$ cat config.mk
export PLATFORM = sky130hd
export DESIGN_NAME = zynq_top
export DESIGN_NICKNAME = d
export VERILOG_FILES = /design/src/verilog/zynq_shell_pkg.sv /design/src/verilog/axil_slave.sv /design/src/verilog/shell_regs.sv /design/src/verilog/host_fifo.sv /design/src/verilog/tag_bitbang.sv /design/src/verilog/machine_ctrl.sv /design/src/verilog/zynq_top.sv
export SDC_FILE = /design/constraint.sdc
export NUM_CORES = 1
export LEC_CHECK = 0
export BUFFER_PORTS_ARGS = -buffer_cell sky130_fd_sc_hd__buf_4
export CORE_MARGIN = 3
export CORE_UTILIZATION = 53
export DETAILED_ROUTE_END_ITERATION = 6
export PLACE_DENSITY = 0.79
export REMOVE_ABC_BUFFERS = 1
export SYNTH_ARGS = -nofsm -noshare
export SYNTH_HDL_FRONTEND = slang
export SYNTH_SLANG_ARGS = --single-unit
$ cat constraint.sdc
create_clock -name aclk -period 4.5 [get_ports aclk]
set_input_delay 0.9 -clock aclk [delete_from_list [all_inputs] [get_ports aclk]]
set_output_delay 0.9 -clock aclk [all_outputs]
set_load 0.01 [all_outputs]
$ cat src/verilog/zynq_shell_pkg.sv
package zynq_shell_pkg;

  ////////////////////
  // widths
  ////////////////////
  localparam int axil_data_width_gp = 32;
  localparam int axil_addr_width_gp = 10;
  localparam int reg_idx_width_gp   = 8;
  localparam int rom_els_gp         = 8;
  localparam int rom_addr_width_gp  = 3;

  typedef logic [axil_data_width_gp-1:0] axil_data_t;
  typedef logic [axil_addr_width_gp-1:0] axil_addr_t;
  typedef logic [reg_idx_width_gp-1:0]   reg_idx_t;
  typedef logic [rom_addr_width_gp-1:0]  rom_addr_t;

  ////////////////////
  // register map
  ////////////////////
  // write side
  localparam reg_idx_t csr_reset_gp       = 8'd0;
  localparam reg_idx_t csr_tag_gp         = 8'd1;
  localparam reg_idx_t csr_rom_addr_gp    = 8'd2;
  localparam reg_idx_t wr_host_req_gp     = 8'd3;
  localparam reg_idx_t wr_host_rsp_gp     = 8'd4;
  // read side, csrs read back at 0 to 2
  localparam reg_idx_t rd_rom_data_gp     = 8'd3;
  localparam reg_idx_t rd_tag_busy_gp     = 8'd4;
  localparam reg_idx_t rd_mc_req_gp       = 8'd5;
  localparam reg_idx_t rd_mc_rsp_gp       = 8'd6;
  localparam reg_idx_t rd_mc_req_count_gp = 8'd7;
  localparam reg_idx_t rd_mc_rsp_count_gp = 8'd8;
  localparam reg_idx_t rd_host_req_free_gp = 8'd9;
  localparam reg_idx_t rd_host_rsp_free_gp = 8'd10;

  // one register access, issued in the handshake cycle
  typedef struct packed {
    logic       we;
    logic       re;
    reg_idx_t   idx;
    axil_data_t wdata;
  } reg_req_s;

  typedef struct packed {
    axil_data_t rdata;
    logic       err;
  } reg_rsp_s;

  typedef enum logic [1:0] {
    e_tag_idle,
    e_tag_setup,
    e_tag_high
  } tag_state_e;

  // tiles x, tiles y, ways, sets, block words, reset depth, version, magic
  localparam axil_data_t rom_table_gp [rom_els_gp] = '{
    32'd4, 32'd4, 32'd8, 32'd64, 32'd8, 32'd3, 32'h0001_0000, 32'h5a17_c0de
  };

endpackage

$ cat src/verilog/axil_slave.sv
`timescale 1ns/1ps

module axil_slave
  (input                               aclk
   , input                             arst_n_i

   , input  zynq_shell_pkg::axil_addr_t s00_axi_awaddr_i
   , input                             s00_axi_awvalid_i
   , output logic                      s00_axi_awready_o
   , input  zynq_shell_pkg::axil_data_t s00_axi_wdata_i
   , input                             s00_axi_wvalid_i
   , output logic                      s00_axi_wready_o
   , output logic [1:0]                s00_axi_bresp_o
   , output logic                      s00_axi_bvalid_o
   , input                             s00_axi_bready_i
   , input  zynq_shell_pkg::axil_addr_t s00_axi_araddr_i
   , input                             s00_axi_arvalid_i
   , output logic                      s00_axi_arready_o
   , output zynq_shell_pkg::axil_data_t s00_axi_rdata_o
   , output logic [1:0]                s00_axi_rresp_o
   , output logic                      s00_axi_rvalid_o
   , input                             s00_axi_rready_i

   , output zynq_shell_pkg::reg_req_s  req_o
   , input  zynq_shell_pkg::reg_rsp_s  rsp_i
   );

  import zynq_shell_pkg::*;

  logic       wr_fire, rd_fire;
  logic       bvalid_r, rvalid_r;
  logic [1:0] bresp_r;
  axil_data_t rdata_r;

  // aw and w taken together, only with no response pending
  assign wr_fire = s00_axi_awvalid_i & s00_axi_wvalid_i & ~bvalid_r;
  // write wins the cycle
  assign rd_fire = s00_axi_arvalid_i & ~rvalid_r & ~wr_fire;

  assign s00_axi_awready_o = wr_fire;
  assign s00_axi_wready_o  = wr_fire;
  assign s00_axi_arready_o = rd_fire;

  assign req_o.we    = wr_fire;
  assign req_o.re    = rd_fire;
  assign req_o.idx   = wr_fire ? reg_idx_t'(s00_axi_awaddr_i >> 2)
                               : reg_idx_t'(s00_axi_araddr_i >> 2);
  assign req_o.wdata = s00_axi_wdata_i;

  always_ff @(posedge aclk or negedge arst_n_i) begin
    if (!arst_n_i) begin
      bvalid_r <= 1'b0;
      rvalid_r <= 1'b0;
    end else begin
      if (wr_fire)
        bvalid_r <= 1'b1;
      else if (s00_axi_bready_i)
        bvalid_r <= 1'b0;
      if (rd_fire)
        rvalid_r <= 1'b1;
      else if (s00_axi_rready_i)
        rvalid_r <= 1'b0;
    end
  end

  always_ff @(posedge aclk) begin
    if (wr_fire)
      bresp_r <= rsp_i.err ? 2'b10 : 2'b00;
    if (rd_fire)
      rdata_r <= rsp_i.rdata;
  end

  assign s00_axi_bvalid_o = bvalid_r;
  assign s00_axi_bresp_o  = bresp_r;
  assign s00_axi_rvalid_o = rvalid_r;
  assign s00_axi_rdata_o  = rdata_r;
  // reads never fail
  assign s00_axi_rresp_o  = 2'b00;

  // responses wait for the host
  assert property (@(posedge aclk) disable iff (!arst_n_i)
    s00_axi_bvalid_o && !s00_axi_bready_i |=> s00_axi_bvalid_o);
  assert property (@(posedge aclk) disable iff (!arst_n_i)
    s00_axi_rvalid_o && !s00_axi_rready_i |=> s00_axi_rvalid_o && $stable(s00_axi_rdata_o));

endmodule

$ cat src/verilog/shell_regs.sv
`timescale 1ns/1ps

module shell_regs
  #(parameter int fifo_els_p = 4
    , localparam int count_width_lp = $clog2(fifo_els_p+1)
    )
  (input                                aclk
   , input                              arst_n_i

   , input  zynq_shell_pkg::reg_req_s   req_i
   , output zynq_shell_pkg::reg_rsp_s   rsp_o

   , output logic                       host_req_push_o
   , output zynq_shell_pkg::axil_data_t host_req_data_o
   , input  [count_width_lp-1:0]        host_req_count_i
   , output logic                       host_rsp_push_o
   , output zynq_shell_pkg::axil_data_t host_rsp_data_o
   , input  [count_width_lp-1:0]        host_rsp_count_i

   , output logic                       mc_req_pop_o
   , input  zynq_shell_pkg::axil_data_t mc_req_data_i
   , input  [count_width_lp-1:0]        mc_req_count_i
   , output logic                       mc_rsp_pop_o
   , input  zynq_shell_pkg::axil_data_t mc_rsp_data_i
   , input  [count_width_lp-1:0]        mc_rsp_count_i

   , output logic                       tag_v_o
   , output logic                       tag_bit_o
   , input                              tag_busy_i
   , output logic                       reset_release_o
   , output zynq_shell_pkg::rom_addr_t  rom_addr_o
   , input  zynq_shell_pkg::axil_data_t rom_data_i
   );

  import zynq_shell_pkg::*;

  logic       reset_r, tag_r;
  rom_addr_t  rom_addr_r;
  logic       host_req_full, host_rsp_full;
  logic       wr_err;
  axil_data_t rd_mux;

  ////////////////////
  // write decode
  ////////////////////
  always_ff @(posedge aclk or negedge arst_n_i) begin
    if (!arst_n_i) begin
      reset_r    <= 1'b0;
      tag_r      <= 1'b0;
      rom_addr_r <= '0;
    end else if (req_i.we) begin
      if (req_i.idx == csr_reset_gp)
        reset_r <= req_i.wdata[0];
      if (req_i.idx == csr_tag_gp)
        tag_r <= req_i.wdata[0];
      if (req_i.idx == csr_rom_addr_gp)
        rom_addr_r <= rom_addr_t'(req_i.wdata);
    end
  end

  assign host_req_full = (host_req_count_i == count_width_lp'(fifo_els_p));
  assign host_rsp_full = (host_rsp_count_i == count_width_lp'(fifo_els_p));

  // full pushes are dropped and flagged
  assign host_req_push_o = req_i.we & (req_i.idx == wr_host_req_gp) & ~host_req_full;
  assign host_rsp_push_o = req_i.we & (req_i.idx == wr_host_rsp_gp) & ~host_rsp_full;
  assign host_req_data_o = req_i.wdata;
  assign host_rsp_data_o = req_i.wdata;

  assign wr_err = req_i.we & ((req_i.idx > wr_host_rsp_gp)
                              | ((req_i.idx == wr_host_req_gp) & host_req_full)
                              | ((req_i.idx == wr_host_rsp_gp) & host_rsp_full));

  // tag strobe on every write to the tag csr
  assign tag_v_o   = req_i.we & (req_i.idx == csr_tag_gp);
  assign tag_bit_o = req_i.wdata[0];

  assign reset_release_o = reset_r;
  assign rom_addr_o      = rom_addr_r;

  ////////////////////
  // read decode
  ////////////////////
  assign mc_req_pop_o = req_i.re & (req_i.idx == rd_mc_req_gp) & (mc_req_count_i != '0);
  assign mc_rsp_pop_o = req_i.re & (req_i.idx == rd_mc_rsp_gp) & (mc_rsp_count_i != '0);

  always_comb begin
    rd_mux = '0;
    case (req_i.idx)
      csr_reset_gp:        rd_mux = axil_data_t'(reset_r);
      csr_tag_gp:          rd_mux = axil_data_t'(tag_r);
      csr_rom_addr_gp:     rd_mux = axil_data_t'(rom_addr_r);
      rd_rom_data_gp:      rd_mux = rom_data_i;
      rd_tag_busy_gp:      rd_mux = axil_data_t'(tag_busy_i);
      // empty queue reads as zero
      rd_mc_req_gp:        rd_mux = (mc_req_count_i != '0) ? mc_req_data_i : '0;
      rd_mc_rsp_gp:        rd_mux = (mc_rsp_count_i != '0) ? mc_rsp_data_i : '0;
      rd_mc_req_count_gp:  rd_mux = axil_data_t'(mc_req_count_i);
      rd_mc_rsp_count_gp:  rd_mux = axil_data_t'(mc_rsp_count_i);
      rd_host_req_free_gp: rd_mux = axil_data_t'(fifo_els_p) - axil_data_t'(host_req_count_i);
      rd_host_rsp_free_gp: rd_mux = axil_data_t'(fifo_els_p) - axil_data_t'(host_rsp_count_i);
      default:             rd_mux = '0;
    endcase
  end

  assign rsp_o.rdata = rd_mux;
  assign rsp_o.err   = wr_err;

endmodule

$ cat src/verilog/host_fifo.sv
`timescale 1ns/1ps

module host_fifo
  #(parameter int els_p = 4
    , localparam int ptr_width_lp   = (els_p > 1) ? $clog2(els_p) : 1
    , localparam int count_width_lp = $clog2(els_p+1)
    )
  (input                                aclk
   , input                              arst_n_i

   , input                              push_i
   , input  zynq_shell_pkg::axil_data_t push_data_i
   , output logic                       full_o

   , input                              pop_i
   , output zynq_shell_pkg::axil_data_t pop_data_o
   , output logic                       empty_o
   , output logic [count_width_lp-1:0]  count_o
   );

  import zynq_shell_pkg::*;

  axil_data_t                mem_r [els_p];
  logic [ptr_width_lp-1:0]   wptr_r, rptr_r;
  logic [count_width_lp-1:0] count_r;

  function automatic logic [ptr_width_lp-1:0] ptr_next(logic [ptr_width_lp-1:0] ptr);
    return (ptr == ptr_width_lp'(els_p-1)) ? '0 : ptr + 1'b1;
  endfunction

  always_ff @(posedge aclk or negedge arst_n_i) begin
    if (!arst_n_i) begin
      wptr_r  <= '0;
      rptr_r  <= '0;
      count_r <= '0;
    end else begin
      if (push_i)
        wptr_r <= ptr_next(wptr_r);
      if (pop_i)
        rptr_r <= ptr_next(rptr_r);
      if (push_i && !pop_i)
        count_r <= count_r + 1'b1;
      else if (pop_i && !push_i)
        count_r <= count_r - 1'b1;
    end
  end

  always_ff @(posedge aclk) begin
    if (push_i)
      mem_r[wptr_r] <= push_data_i;
  end

  assign pop_data_o = mem_r[rptr_r];
  assign full_o     = (count_r == count_width_lp'(els_p));
  assign empty_o    = (count_r == '0);
  assign count_o    = count_r;

  // both callers must respect full and empty
  assert property (@(posedge aclk) disable iff (!arst_n_i)
    !(push_i && full_o) && !(pop_i && empty_o));

endmodule

$ cat src/verilog/tag_bitbang.sv
`timescale 1ns/1ps

module tag_bitbang
  (input          aclk
   , input        arst_n_i
   , input        v_i
   , input        bit_i
   , output logic busy_o
   , output logic tag_clk_o
   , output logic tag_data_o
   );

  import zynq_shell_pkg::*;

  tag_state_e state_r, state_n;
  logic       tag_clk_r, tag_data_r;

  always_comb begin
    state_n = state_r;
    case (state_r)
      e_tag_idle:  if (v_i) state_n = e_tag_setup;
      e_tag_setup: state_n = e_tag_high;
      e_tag_high:  state_n = e_tag_idle;
      default:     state_n = e_tag_idle;
    endcase
  end

  always_ff @(posedge aclk or negedge arst_n_i) begin
    if (!arst_n_i) begin
      state_r    <= e_tag_idle;
      tag_clk_r  <= 1'b0;
      tag_data_r <= 1'b0;
    end else begin
      state_r   <= state_n;
      // one high cycle right after setup
      tag_clk_r <= (state_r == e_tag_setup);
      // strobes while busy are dropped
      if (v_i && state_r == e_tag_idle)
        tag_data_r <= bit_i;
    end
  end

  assign busy_o     = (state_r != e_tag_idle);
  assign tag_clk_o  = tag_clk_r;
  assign tag_data_o = tag_data_r;

  // data is settled a full cycle before the clock edge
  assert property (@(posedge aclk) disable iff (!arst_n_i)
    $rose(tag_clk_o) |-> $past(state_r) == e_tag_setup && $stable(tag_data_o));

endmodule

$ cat src/verilog/machine_ctrl.sv
`timescale 1ns/1ps

module machine_ctrl
  #(parameter int reset_depth_p = 3)
  (input                                aclk
   , input                              arst_n_i
   , input                              reset_release_i
   , input  zynq_shell_pkg::rom_addr_t  rom_addr_i
   , output zynq_shell_pkg::axil_data_t rom_data_o
   , output logic                       sys_reset_o
   );

  import zynq_shell_pkg::*;

  logic [reset_depth_p-1:0] chain_r;

  // held in reset until the host lets go
  always_ff @(posedge aclk or negedge arst_n_i) begin
    if (!arst_n_i) begin
      chain_r <= '1;
    end else begin
      chain_r[0] <= ~reset_release_i;
      for (int i = 1; i < reset_depth_p; i++) begin
        chain_r[i] <= chain_r[i-1];
      end
    end
  end

  assign sys_reset_o = chain_r[reset_depth_p-1];

  // machine parameters
  assign rom_data_o = rom_table_gp[rom_addr_i];

endmodule

$ cat src/verilog/zynq_top.sv
`timescale 1ns/1ps

module zynq_top
  #(parameter int fifo_els_p = 4
    , parameter int reset_depth_p = 3
    )
  (input                                aclk
   , input                              arst_n_i

   , input  zynq_shell_pkg::axil_addr_t s00_axi_awaddr_i
   , input                              s00_axi_awvalid_i
   , output logic                       s00_axi_awready_o
   , input  zynq_shell_pkg::axil_data_t s00_axi_wdata_i
   , input                              s00_axi_wvalid_i
   , output logic                       s00_axi_wready_o
   , output logic [1:0]                 s00_axi_bresp_o
   , output logic                       s00_axi_bvalid_o
   , input                              s00_axi_bready_i
   , input  zynq_shell_pkg::axil_addr_t s00_axi_araddr_i
   , input                              s00_axi_arvalid_i
   , output logic                       s00_axi_arready_o
   , output zynq_shell_pkg::axil_data_t s00_axi_rdata_o
   , output logic [1:0]                 s00_axi_rresp_o
   , output logic                       s00_axi_rvalid_o
   , input                              s00_axi_rready_i

   , output zynq_shell_pkg::axil_data_t host_req_data_o
   , output logic                       host_req_v_o
   , input                              host_req_ready_i
   , output zynq_shell_pkg::axil_data_t host_rsp_data_o
   , output logic                       host_rsp_v_o
   , input                              host_rsp_ready_i

   , input  zynq_shell_pkg::axil_data_t mc_req_data_i
   , input                              mc_req_v_i
   , output logic                       mc_req_ready_o
   , input  zynq_shell_pkg::axil_data_t mc_rsp_data_i
   , input                              mc_rsp_v_i
   , output logic                       mc_rsp_ready_o

   , output logic                       sys_reset_o
   , output logic                       tag_clk_o
   , output logic                       tag_data_o
   );

  import zynq_shell_pkg::*;

  localparam int count_width_lp = $clog2(fifo_els_p+1);

  reg_req_s req_lo;
  reg_rsp_s rsp_li;

  logic                      host_req_push_lo, host_rsp_push_lo;
  axil_data_t                host_req_wdata_lo, host_rsp_wdata_lo;
  logic [count_width_lp-1:0] host_req_count_lo, host_rsp_count_lo;
  logic                      host_req_empty_lo, host_rsp_empty_lo;

  logic                      mc_req_pop_lo, mc_rsp_pop_lo;
  axil_data_t                mc_req_head_lo, mc_rsp_head_lo;
  logic [count_width_lp-1:0] mc_req_count_lo, mc_rsp_count_lo;
  logic                      mc_req_full_lo, mc_rsp_full_lo;

  logic       tag_v_lo, tag_bit_lo, tag_busy_lo;
  logic       reset_release_lo;
  rom_addr_t  rom_addr_lo;
  axil_data_t rom_data_lo;

  ////////////////////
  // host bus
  ////////////////////
  axil_slave axil
    (.aclk(aclk), .arst_n_i(arst_n_i)
     ,.s00_axi_awaddr_i(s00_axi_awaddr_i), .s00_axi_awvalid_i(s00_axi_awvalid_i)
     ,.s00_axi_awready_o(s00_axi_awready_o)
     ,.s00_axi_wdata_i(s00_axi_wdata_i), .s00_axi_wvalid_i(s00_axi_wvalid_i)
     ,.s00_axi_wready_o(s00_axi_wready_o)
     ,.s00_axi_bresp_o(s00_axi_bresp_o), .s00_axi_bvalid_o(s00_axi_bvalid_o)
     ,.s00_axi_bready_i(s00_axi_bready_i)
     ,.s00_axi_araddr_i(s00_axi_araddr_i), .s00_axi_arvalid_i(s00_axi_arvalid_i)
     ,.s00_axi_arready_o(s00_axi_arready_o)
     ,.s00_axi_rdata_o(s00_axi_rdata_o), .s00_axi_rresp_o(s00_axi_rresp_o)
     ,.s00_axi_rvalid_o(s00_axi_rvalid_o), .s00_axi_rready_i(s00_axi_rready_i)
     ,.req_o(req_lo), .rsp_i(rsp_li)
     );

  shell_regs #(.fifo_els_p(fifo_els_p)) regs
    (.aclk(aclk), .arst_n_i(arst_n_i)
     ,.req_i(req_lo), .rsp_o(rsp_li)
     ,.host_req_push_o(host_req_push_lo), .host_req_data_o(host_req_wdata_lo)
     ,.host_req_count_i(host_req_count_lo)
     ,.host_rsp_push_o(host_rsp_push_lo), .host_rsp_data_o(host_rsp_wdata_lo)
     ,.host_rsp_count_i(host_rsp_count_lo)
     ,.mc_req_pop_o(mc_req_pop_lo), .mc_req_data_i(mc_req_head_lo)
     ,.mc_req_count_i(mc_req_count_lo)
     ,.mc_rsp_pop_o(mc_rsp_pop_lo), .mc_rsp_data_i(mc_rsp_head_lo)
     ,.mc_rsp_count_i(mc_rsp_count_lo)
     ,.tag_v_o(tag_v_lo), .tag_bit_o(tag_bit_lo), .tag_busy_i(tag_busy_lo)
     ,.reset_release_o(reset_release_lo)
     ,.rom_addr_o(rom_addr_lo), .rom_data_i(rom_data_lo)
     );

  ////////////////////
  // queues
  ////////////////////
  // host to fabric, drained by the stream handshake
  host_fifo #(.els_p(fifo_els_p)) host_req_fifo
    (.aclk(aclk), .arst_n_i(arst_n_i)
     ,.push_i(host_req_push_lo), .push_data_i(host_req_wdata_lo), .full_o()
     ,.pop_i(host_req_v_o & host_req_ready_i), .pop_data_o(host_req_data_o)
     ,.empty_o(host_req_empty_lo), .count_o(host_req_count_lo)
     );

  host_fifo #(.els_p(fifo_els_p)) host_rsp_fifo
    (.aclk(aclk), .arst_n_i(arst_n_i)
     ,.push_i(host_rsp_push_lo), .push_data_i(host_rsp_wdata_lo), .full_o()
     ,.pop_i(host_rsp_v_o & host_rsp_ready_i), .pop_data_o(host_rsp_data_o)
     ,.empty_o(host_rsp_empty_lo), .count_o(host_rsp_count_lo)
     );

  assign host_req_v_o = ~host_req_empty_lo;
  assign host_rsp_v_o = ~host_rsp_empty_lo;

  // fabric to host, filled by the stream handshake
  host_fifo #(.els_p(fifo_els_p)) mc_req_fifo
    (.aclk(aclk), .arst_n_i(arst_n_i)
     ,.push_i(mc_req_v_i & mc_req_ready_o), .push_data_i(mc_req_data_i)
     ,.full_o(mc_req_full_lo)
     ,.pop_i(mc_req_pop_lo), .pop_data_o(mc_req_head_lo)
     ,.empty_o(), .count_o(mc_req_count_lo)
     );

  host_fifo #(.els_p(fifo_els_p)) mc_rsp_fifo
    (.aclk(aclk), .arst_n_i(arst_n_i)
     ,.push_i(mc_rsp_v_i & mc_rsp_ready_o), .push_data_i(mc_rsp_data_i)
     ,.full_o(mc_rsp_full_lo)
     ,.pop_i(mc_rsp_pop_lo), .pop_data_o(mc_rsp_head_lo)
     ,.empty_o(), .count_o(mc_rsp_count_lo)
     );

  assign mc_req_ready_o = ~mc_req_full_lo;
  assign mc_rsp_ready_o = ~mc_rsp_full_lo;

  ////////////////////
  // tag and control
  ////////////////////
  tag_bitbang bb
    (.aclk(aclk), .arst_n_i(arst_n_i)
     ,.v_i(tag_v_lo), .bit_i(tag_bit_lo), .busy_o(tag_busy_lo)
     ,.tag_clk_o(tag_clk_o), .tag_data_o(tag_data_o)
     );

  machine_ctrl #(.reset_depth_p(reset_depth_p)) ctrl
    (.aclk(aclk), .arst_n_i(arst_n_i)
     ,.reset_release_i(reset_release_lo)
     ,.rom_addr_i(rom_addr_lo), .rom_data_o(rom_data_lo)
     ,.sys_reset_o(sys_reset_o)
     );

endmodule

# ---- Word level (Yosys, flattened, before mapping)
# Memory sizes are Yosys's and may differ from the RTL's.
# Index checks and enable logic that the tools add are counted.
dict set report op_classes {
  reduce_logical 33
  n_eq_ne 24
  order_cmp 2
  n_addsub 18
  mux 37
  n_bitwise 33
}
# op count
set ops {}
lappend ops {{case mux 32 bit (11 select lines)} 1}
lappend ops {{2-to-1 mux 32 bit} 4}
lappend ops {{equality test 8 x 3 -> 1 bit (second input constant)} 4}
lappend ops {{equality test 8 x 4 -> 1 bit (second input constant)} 3}
lappend ops {{2-to-1 mux 3 bit} 8}
lappend ops {{AND 1 bit} 20}
lappend ops {{2-to-1 mux 2 bit} 10}
lappend ops {{adder 2 x 1 -> 2 bit (second input constant)} 8}
lappend ops {{equality test 2 bit (second input constant)} 8}
lappend ops {{equality test 8 x 2 -> 1 bit (second input constant)} 2}
lappend ops {{nonzero test 2 bit} 7}
lappend ops {{adder 3 x 1 -> 3 bit (second input constant)} 4}
lappend ops {{equality test 3 bit (second input constant)} 4}
lappend ops {{2-to-1 mux 1 bit} 12}
lappend ops {{subtractor 3 x 1 -> 3 bit (second input constant)} 4}
lappend ops {{inverter 1 bit} 10}
lappend ops {{logical AND 1 bit} 9}
lappend ops {{equality test 8 x 1 -> 1 bit (second input constant)} 1}
lappend ops {{> comparator 8 x 3 -> 1 bit (second input constant)} 1}
lappend ops {{logical NOT 1 bit} 8}
lappend ops {{logical NOT 8 bit} 1}
lappend ops {{2-to-1 mux 8 bit} 1}
lappend ops {{subtractor 3 x 3 -> 4 bit (first input constant)} 2}
lappend ops {{logical NOT 3 bit} 2}
lappend ops {{other kinds (9)} 13}
dict set report totals {
  romBits 256
  reg_bits 76
  mem_bits_rw 512
  memories 5
  input_bits 127
}
# memory words word_bits read_ports rd_clocked_by_memory_dff wr line
set memory_table {}
lappend memory_table {{(no name shown)} 8 32 1 0 0 machine_ctrl.sv:32} ;# assign rom_data_o = rom_table_gp[rom_addr_i];
lappend memory_table {host_req_fifo.mem_r 4 32 1 0 1 host_fifo.sv:23} ;# axil_data_t mem_r [els_p];
lappend memory_table {host_rsp_fifo.mem_r 4 32 1 0 1 host_fifo.sv:23}
lappend memory_table {mc_req_fifo.mem_r 4 32 1 0 1 host_fifo.sv:23}
lappend memory_table {mc_rsp_fifo.mem_r 4 32 1 0 1 host_fifo.sv:23}

# ---- Depth between registers and ports, before layout
# Gate-level depths: netlist of run 1.
dict set report depth {
  ltp_word 10
  depth_mapped 11
  mapped_depth_nobuf 11
}

# ---- By module
# From an unflattened synthesis of run 1, not the netlist that was laid out.
dict set report unflattened {
  hier_cells 1256
  hier_area_um2 24438.4
}
# module area_per_inst_um2 cells_per_inst seq_area_each_um2 instances
set modules_own_cells {}
lappend modules_own_cells {{host_fifo (host_req_fifo ...)} 5082.4 205 4018.9 3}
lappend modules_own_cells {{host_fifo (mc_rsp_fifo)} 5081.1 205 4018.9 1}
lappend modules_own_cells {shell_regs 2040.7 286 125.1 1}
lappend modules_own_cells {axil_slave 1514.0 91 1041.0 1}
lappend modules_own_cells {machine_ctrl 372.9 42 78.8 1}
lappend modules_own_cells {tag_bitbang 142.6 9 100.1 1}
lappend modules_own_cells {zynq_top 40.0 8 0.0 1}

# ---- Worst setup path before layout of run 1
# No wires, ideal clock.
dict set report synth_timing {
  path_type {in2reg}
  start {in s00_axi_awvalid_i}
  end {reg mc_rsp_fifo.count_r[1] (netlist: mc_rsp_fifo.count_o[1])}
  path_buffers 0
  cell_stages 8
  setup_ns 0.125
  path_slack_ns -1.107
  t_arrival_ns 5.482
  t_required_ns 4.375
  path_cell_list {nand3b_4 > inv_2 > nor3b_1 > nand2_2 > ha_1 > inv_1 > fa_1 > mux2_2}
}
dict set report synth_between {
  elab_chain_len 9
}
# element line
set synth_lines {}
lappend synth_lines {{from (decl)} zynq_top.sv:11} ;# , input s00_axi_awvalid_i
lappend synth_lines {{AND 1 bit * (2 in a row)} axil_slave.sv:36} ;# assign wr_fire = s00_axi_awvalid_i & s00_axi_wvalid_i & ~bvalid_r;
lappend synth_lines {{named net s00_axi_awready_o} zynq_top.sv:12} ;# , output logic s00_axi_awready_o
lappend synth_lines {{inverter 1 bit *} axil_slave.sv:38} ;# assign rd_fire = s00_axi_arvalid_i & ~rvalid_r & ~wr_fire;
lappend synth_lines {{AND 1 bit *} axil_slave.sv:38}
lappend synth_lines {{named net s00_axi_arready_o} zynq_top.sv:21} ;# , output logic s00_axi_arready_o
lappend synth_lines {{AND 1 bit * (2 in a row)} shell_regs.sv:85} ;# assign mc_rsp_pop_o = req_i.re & (req_i.idx == rd_mc_rsp_gp) & (mc_rsp_count_i != '0);
lappend synth_lines {{logical NOT 1 bit} host_fifo.sv:41} ;# if (push_i && !pop_i)
lappend synth_lines {{logical AND 1 bit} host_fifo.sv:41}
lappend synth_lines {{2-to-1 mux 3 bit / nonzero test 2 bit (equally long branches)} --}
lappend synth_lines {{to (signal assigned)} host_fifo.sv:42} ;# count_r <= count_r + 1'b1;
lappend synth_lines {{to (signal assigned)} host_fifo.sv:44} ;# count_r <= count_r - 1'b1;
lappend synth_lines {{to (decl)} host_fifo.sv:25} ;# logic [count_width_lp-1:0] count_r;
# Mark *: on every way through the listed nets, which the timed path passes. The rest lies on a longest branch.
# A chain may end at the register's enable or synchronous reset.

# ---- Worst setup path in the final report of run 1
dict set report layout_timing {
  start {reg axil.bvalid_r (netlist: axil.s00_axi_bvalid_o)}
  end {out s00_axi_arready_o}
}
dict set report layout_between {
  elab_chain_len 4
}
# element line
set layout_lines {}
lappend layout_lines {{from (decl)} axil_slave.sv:31} ;# logic bvalid_r, rvalid_r;
lappend layout_lines {{from (signal assigned)} axil_slave.sv:52} ;# bvalid_r <= 1'b0;
lappend layout_lines {{from (signal assigned)} axil_slave.sv:56} ;# bvalid_r <= 1'b1;
lappend layout_lines {{from (signal assigned)} axil_slave.sv:58} ;# bvalid_r <= 1'b0;
lappend layout_lines {{inverter 1 bit} axil_slave.sv:36}
lappend layout_lines {{AND 1 bit} axil_slave.sv:36}
lappend layout_lines {{inverter 1 bit} axil_slave.sv:38}
lappend layout_lines {{AND 1 bit} axil_slave.sv:38}
lappend layout_lines {{to (decl)} zynq_top.sv:21}
# Every way passes these cells.

==> flow_summary.ini, run 1 <==
[clock_tree]
cts_setup_buffers = 0
cts_sinks = 587
worst_skew_pair.late_latency_ns = 0.61
clockBufferDepth = 3
cts_hold_buf = 0
cts_tree = yes
clockRootBuffer = clkbuf_16
cts_htree_levels = 2
ctsResizeCount = 0
cts_buffers = 56
clkTransAtPathRegs_ns = 0.06

[route]
vias_per_cell = 5.73
antenna_left = 0
avgRoutedWirePerCell_um = 24.4
dr.first_iter.drc_count = 1076
route.detailed.drc = 0
vias = 11371
wl_mm = 48.4
dr.pass1.iters = 5

[power_and_ir_drop]
p_leak_uw = 0.00956
p_total_uw = 14400
peakVddDrop_uv = 377
power.density_nw_per_um2 = 528

[setup_path]
worstPathRequired_ns = 3.60
crit_buf_inv = 3
critPathMaxStageDelay_ns = 0.76
cpMostUsedCell = buf_4
path_cells = nand3b_4, inv_2, nor3b_2, buf_4, buf_4
startpoint_type = register
cp_slowest_cell = nor3b_2
crit_path_end_kind = primary output
worstSetupPathType = register to primary output
worstPathMaxFanout = 12
cp.arrival_ns = 2.61
crit_family = simple AND/OR/NAND/NOR gates

[synthesis]
syn_area_per_cell_um2 = 21.2
synth_flop_cell = edfxtp_1
synth_edf_count = 545
yosysWarnings = 0
syn_inst = 1084
async_reset_ff_frac = 0.0716
ys_ff_latch = 587
synthesis.area_um2 = 22900
ys_types = 65
seq_area_frac_synth = 0.759

[global_route]
first_global_vias = 12047
grt_usage = 0.215
antenna_found_initial = 6
grt_max_degree = 43
gr-total-overflow = 0
grt_pass1_wl_mm = 74.5

[place]
portBuffers = 231
gp_congestion = 0.805
dp_hpwl_mm = 29.8

[floorplanning]
dieArea_um2 = 45800
fp.coreArea_um2 = 42300
fp.dieH_um = 214
rows = 75
fp.dieW_um = 214
initial_core_util = 0.542
pin_count = 239

[worst_hold_path]
hp-class = input port to asynchronous set/reset pin

[layout]
layout_commonest_cell = edfxtp_1
layout_common_cells = edfxtp_1 (545), buf_4 (262), mux4_2 (128)
fin_nets = 1523
layout-drive-gt1-share = 0.385
area_growth_pct = 18.8

[timing]
period_needed_ns = 3.51
tightest_slew_ns = 1.20
rsz0062_at_grt = false
drv_slew = 0
fin_crit_sh = 0.780
hold_violations = 0
clock_skew_ns = 0.0239
final-setup-viol-count = 0
hold_ws_ns = 0.272
relSlewSlack = 0.200
fmax_mhz = 285

[status]
status = finished, final reports clean

[run]
drv_cap = 0
## power breakdown
group,switching (uW),total [uW],internal [uW]
Combinational,1420,2830,1410
Clock,1970,4650,2680
Sequential,323,6920,6590
## worst paths after layout
path	cells after the start	slack, ns	from	endpoint
hold reg to reg	0	0.35	ctrl.chain_r[1]	ctrl.chain_r[2]
setup / recovery	5	0.99	axil.s00_axi_bvalid_o	s00_axi_arready_o
hold / removal	1	0.27	arst_n_i	axil.s00_axi_rvalid_o
setup reg to reg	8	1.47	axil.s00_axi_bvalid_o	mc_rsp_fifo.count_o[1]
min in group aclk	0	0.35	ctrl.chain_r[1]	ctrl.chain_r[2]
max in group asynchronous	1	3.80	arst_n_i	host_req_fifo.rptr_r[0]
## stage by stage
step | TNS, ns | util | instances | setup slack (ns) | area [um2]
final | 0 | 0.644 | 1983 | 0.989 | 27300
after global routing | 0 | 0.644 | 1982 | 0.842 | 27300
after CTS | 0 | 0.644 | 1981 | 0.931 | 27300
after detailed placement | 0 | 0.601 | 1878 | 0.813 | 25400
after global placement | 0 | 0.601 | 1878 | 0.848 | 25400
after floorplan | -15.31 | - | 1039 | -1.26 | 22700
## layout make-up
cell class | instances | area, um2
multi-input combinational | 405 | 5130
clock inverter | 43 | 417
clock buffer | 60 | 1420
antenna | 2 | 5.00
sequential | 587 | 17400
inverter | 47 | 176
tap | 577 | 722
fill | 2752 | 15100
timing repair buffer | 262 | 1970
## metal layers
metal | part of all wire | vias up | global-route usage
met1 | 0.37 | 5868 | 0.270
li1 | - | 4937 | -
met5 | 0.0014 | - | 0
met4 | 0.028 | 10 | 0.0685
met3 | 0.094 | 92 | 0.0701
met2 | 0.51 | 464 | 0.359
## logic make-up after synthesis
family                     synth area share
DFF                                   0.759
muxes                                 0.139
and+or+nand+nor                      0.0388
other                              0.000163
buffers and inverters                0.0177
adders and majority gates            0.0215
AOI/OAI and AO/OA                    0.0185
xor gates and xnor gates            0.00458
## synthesized netlist by cell type, types with 14 or more instances
library cell / instances / area share
nand2_1: 38 / 0.0062
nand3_1: 14 / 0.0031
edfxtp_1: 545 / 0.71
nor2_1: 22 / 0.0036
mux4_2: 128 / 0.13
mux2_2: 20 / 0.0098
ha_1: 33 / 0.018
clkbuf_1: 25 / 0.0041
dfrtp_1: 39 / 0.043
nand2b_1: 17 / 0.0046
inv_1: 46 / 0.0075
## state kept, by name, summed over array words and instances (netlist names), 3 cells and up
register / flops
host_req_fifo.count_o: 3
mc_req_fifo.count_o: 3
mc_rsp_fifo.count_o: 3
regs.rom_addr_o: 3
host_req_fifo.mem_r: 128
axil.s00_axi_rdata_o: 32
host_rsp_fifo.mem_r: 128
host_rsp_fifo.count_o: 3
mc_req_fifo.mem_r: 128
mc_rsp_fifo.mem_r: 128
ctrl.chain_r: 3
Power figures use the tool's default switching activity.
==> run 2, diff against run 1 <==
==> constraint.sdc (replaced) <==
create_clock -name aclk -period 3 [get_ports aclk]
set_input_delay 0.6 -clock aclk [delete_from_list [all_inputs] [get_ports aclk]]
set_output_delay 0.6 -clock aclk [all_outputs]
set_load 0.01 [all_outputs]
==> flow_summary.ini, run 2 (same netlist as run 1, synthesis figures left out) <==
[power_and_ir_drop]
power.density_nw_per_um2 = 777
p_leak_uw = 0.00971
p_total_uw = 21400
peakVddDrop_uv = 578

[global_route]
first_global_vias = 12279
met2_usage = 0.377
busiest_layer = met2
grt_usage = 0.219
use_met3 = 0.0520
gr-total-overflow = 0
grt_max_degree = 43
grt_pass1_wl_mm = 75.7
met1_usage = 0.284
antenna_found_initial = 4

[timing]
relSlewSlack = 0.618
final-setup-viol-count = 0
drv_slew = 0
hold_ws_ns = 0.200
period_needed_ns = 2.81
hold_violations = 0
fmax_mhz = 356
rsz0062_at_grt = false
fin_crit_sh = 0.936
tns_ns = 0
tightest_slew_ns = 0.572
clock_skew_ns = 0.0276

[route]
route.detailed.drc = 0
wl_mm = 49.1
vias = 11496
dr.first_iter.drc_count = 1239
antenna_left = 0
avgRoutedWirePerCell_um = 24.4
dr.pass1.iters = 5
vias_per_cell = 5.73

[run]
drv_cap = 0

[clock_tree]
clkTransAtPathRegs_ns = 0.06
cts_buffers = 56
cts_setup_buffers = 0
clockBufferDepth = 3
cts_tree = yes
clockRootBuffer = clkbuf_16
cts_sinks = 587
cts_htree_levels = 2
worst_skew_pair.late_latency_ns = 0.60

[worst_hold_path]
hp-class = input port to register
hold_depth = 1

[setup_path]
reg2reg_depth = 9
worstPathMaxFanout = 25
crit_path_end_kind = primary output
startpoint_type = register
cp.arrival_ns = 2.21
worstPathRequired_ns = 2.40
worstSetupPathType = register to primary output

[layout]
fin_cells = 2008
layout_common_cells = edfxtp_1 (545), buf_4 (275), mux4_2 (128)
area_growth_pct = 20.1
layout_commonest_cell = edfxtp_1
layout-drive-gt1-share = 0.394
fin_nets = 1550

[floorplanning]
initial_core_util = 0.542
fp.dieW_um = 214
rows = 75
fp.dieH_um = 214
pin_count = 239
dieArea_um2 = 45800
fp.coreArea_um2 = 42300

[status]
status = finished, final reports clean

[place]
dp_hpwl_mm = 30.4
place_inst = 1904
portBuffers = 231
gp_congestion = 0.846
-- run 2: cell types whose count changed in the layout (fill, tap and decap cells not counted) --
| cell | previous run | this run |
|---|---|---|
| inv_6 | 1 | 3 |
| clkinv_2 | 11 | 12 |
| diode_2 | 2 | 1 |
| dfrtp_4 | 0 | 1 |
| clkinvlp_4 | 8 | 5 |
| clkinv_8 | 1 | 0 |
| bufinv_16 | 7 | 4 |
| clkbuf_16 | 56 | 57 |
| clkbuf_1 | 4 | 7 |
| dlygate4sd3_1 | 0 | 1 |
| buf_12 | 0 | 13 |
| dfrtp_2 | 4 | 3 |
| buf_4 | 262 | 275 |
| clkinv_1 | 13 | 12 |
-- run 2: critical path: stages (launching register included) --
cell     delay, ns
dfrtp_4       0.57
buf_12        0.28
mux4_2        0.59
buf_4         0.17
-- run 2: final timing paths --
kind	from	end	slack, ns
hold reg to reg	ctrl.chain_r[0]	ctrl.chain_r[1]	0.35
hold / removal	mc_rsp_data_i[6]	mc_rsp_fifo.mem_r[0][6]	0.20
max in group asynchronous	arst_n_i	host_rsp_fifo.rptr_r[0]	2.00
setup / recovery	host_rsp_fifo.rptr_r[0]	host_rsp_data_o[12]	0.19
setup reg to reg	axil.s00_axi_bvalid_o	mc_req_fifo.count_o[1]	0.41
min in group asynchronous	arst_n_i	mc_rsp_fifo.wptr_r[1]	0.53
-- run 2: metrics by stage --
stage          setup slack (ns)  utilization  area (um2)
2_1_floorplan             -2.46            -       22700
3_3_place_gp            -0.0272        0.609       25800
3_5_place_dp            -0.0869        0.609       25800
4_1_cts                  0.0626        0.651       27600
5_1_grt                  0.0743        0.651       27600
6_report                  0.193        0.651       27600
-- run 2: final cells by class --
cell class	instances	area, um2
antenna	1	2.50
multi-input combinational	405	5130
clock inverter	38	307
inverter	47	176
fill	2731	14800
timing repair buffer	289	2330
sequential	587	17400
tap	577	722
clock buffer	64	1450
-- run 2: repair_timing --
action | CTS | global route
hold endpoints to repair | 16 | 0
hold buffers | 1 | 0
endpoints found under the setup margin | 0 | 1
resized for setup | 0 | 1
-- run 2: where the power goes --
part / switching (uW) / internal, uW / leakage, uW / total, uW
Clock: 2920 / 3820 / 0.000856 / 6740
Sequential: 370 / 9900 / 0.00549 / 10300
Combinational: 2260 / 2130 / 0.00337 / 4400
-- run 2: routing by layer --
metal,up-vias,wire [um]
li1,4985,-
met1,5886,18200
met2,526,25200
met3,91,4520
met4,8,1080
met5,-,61
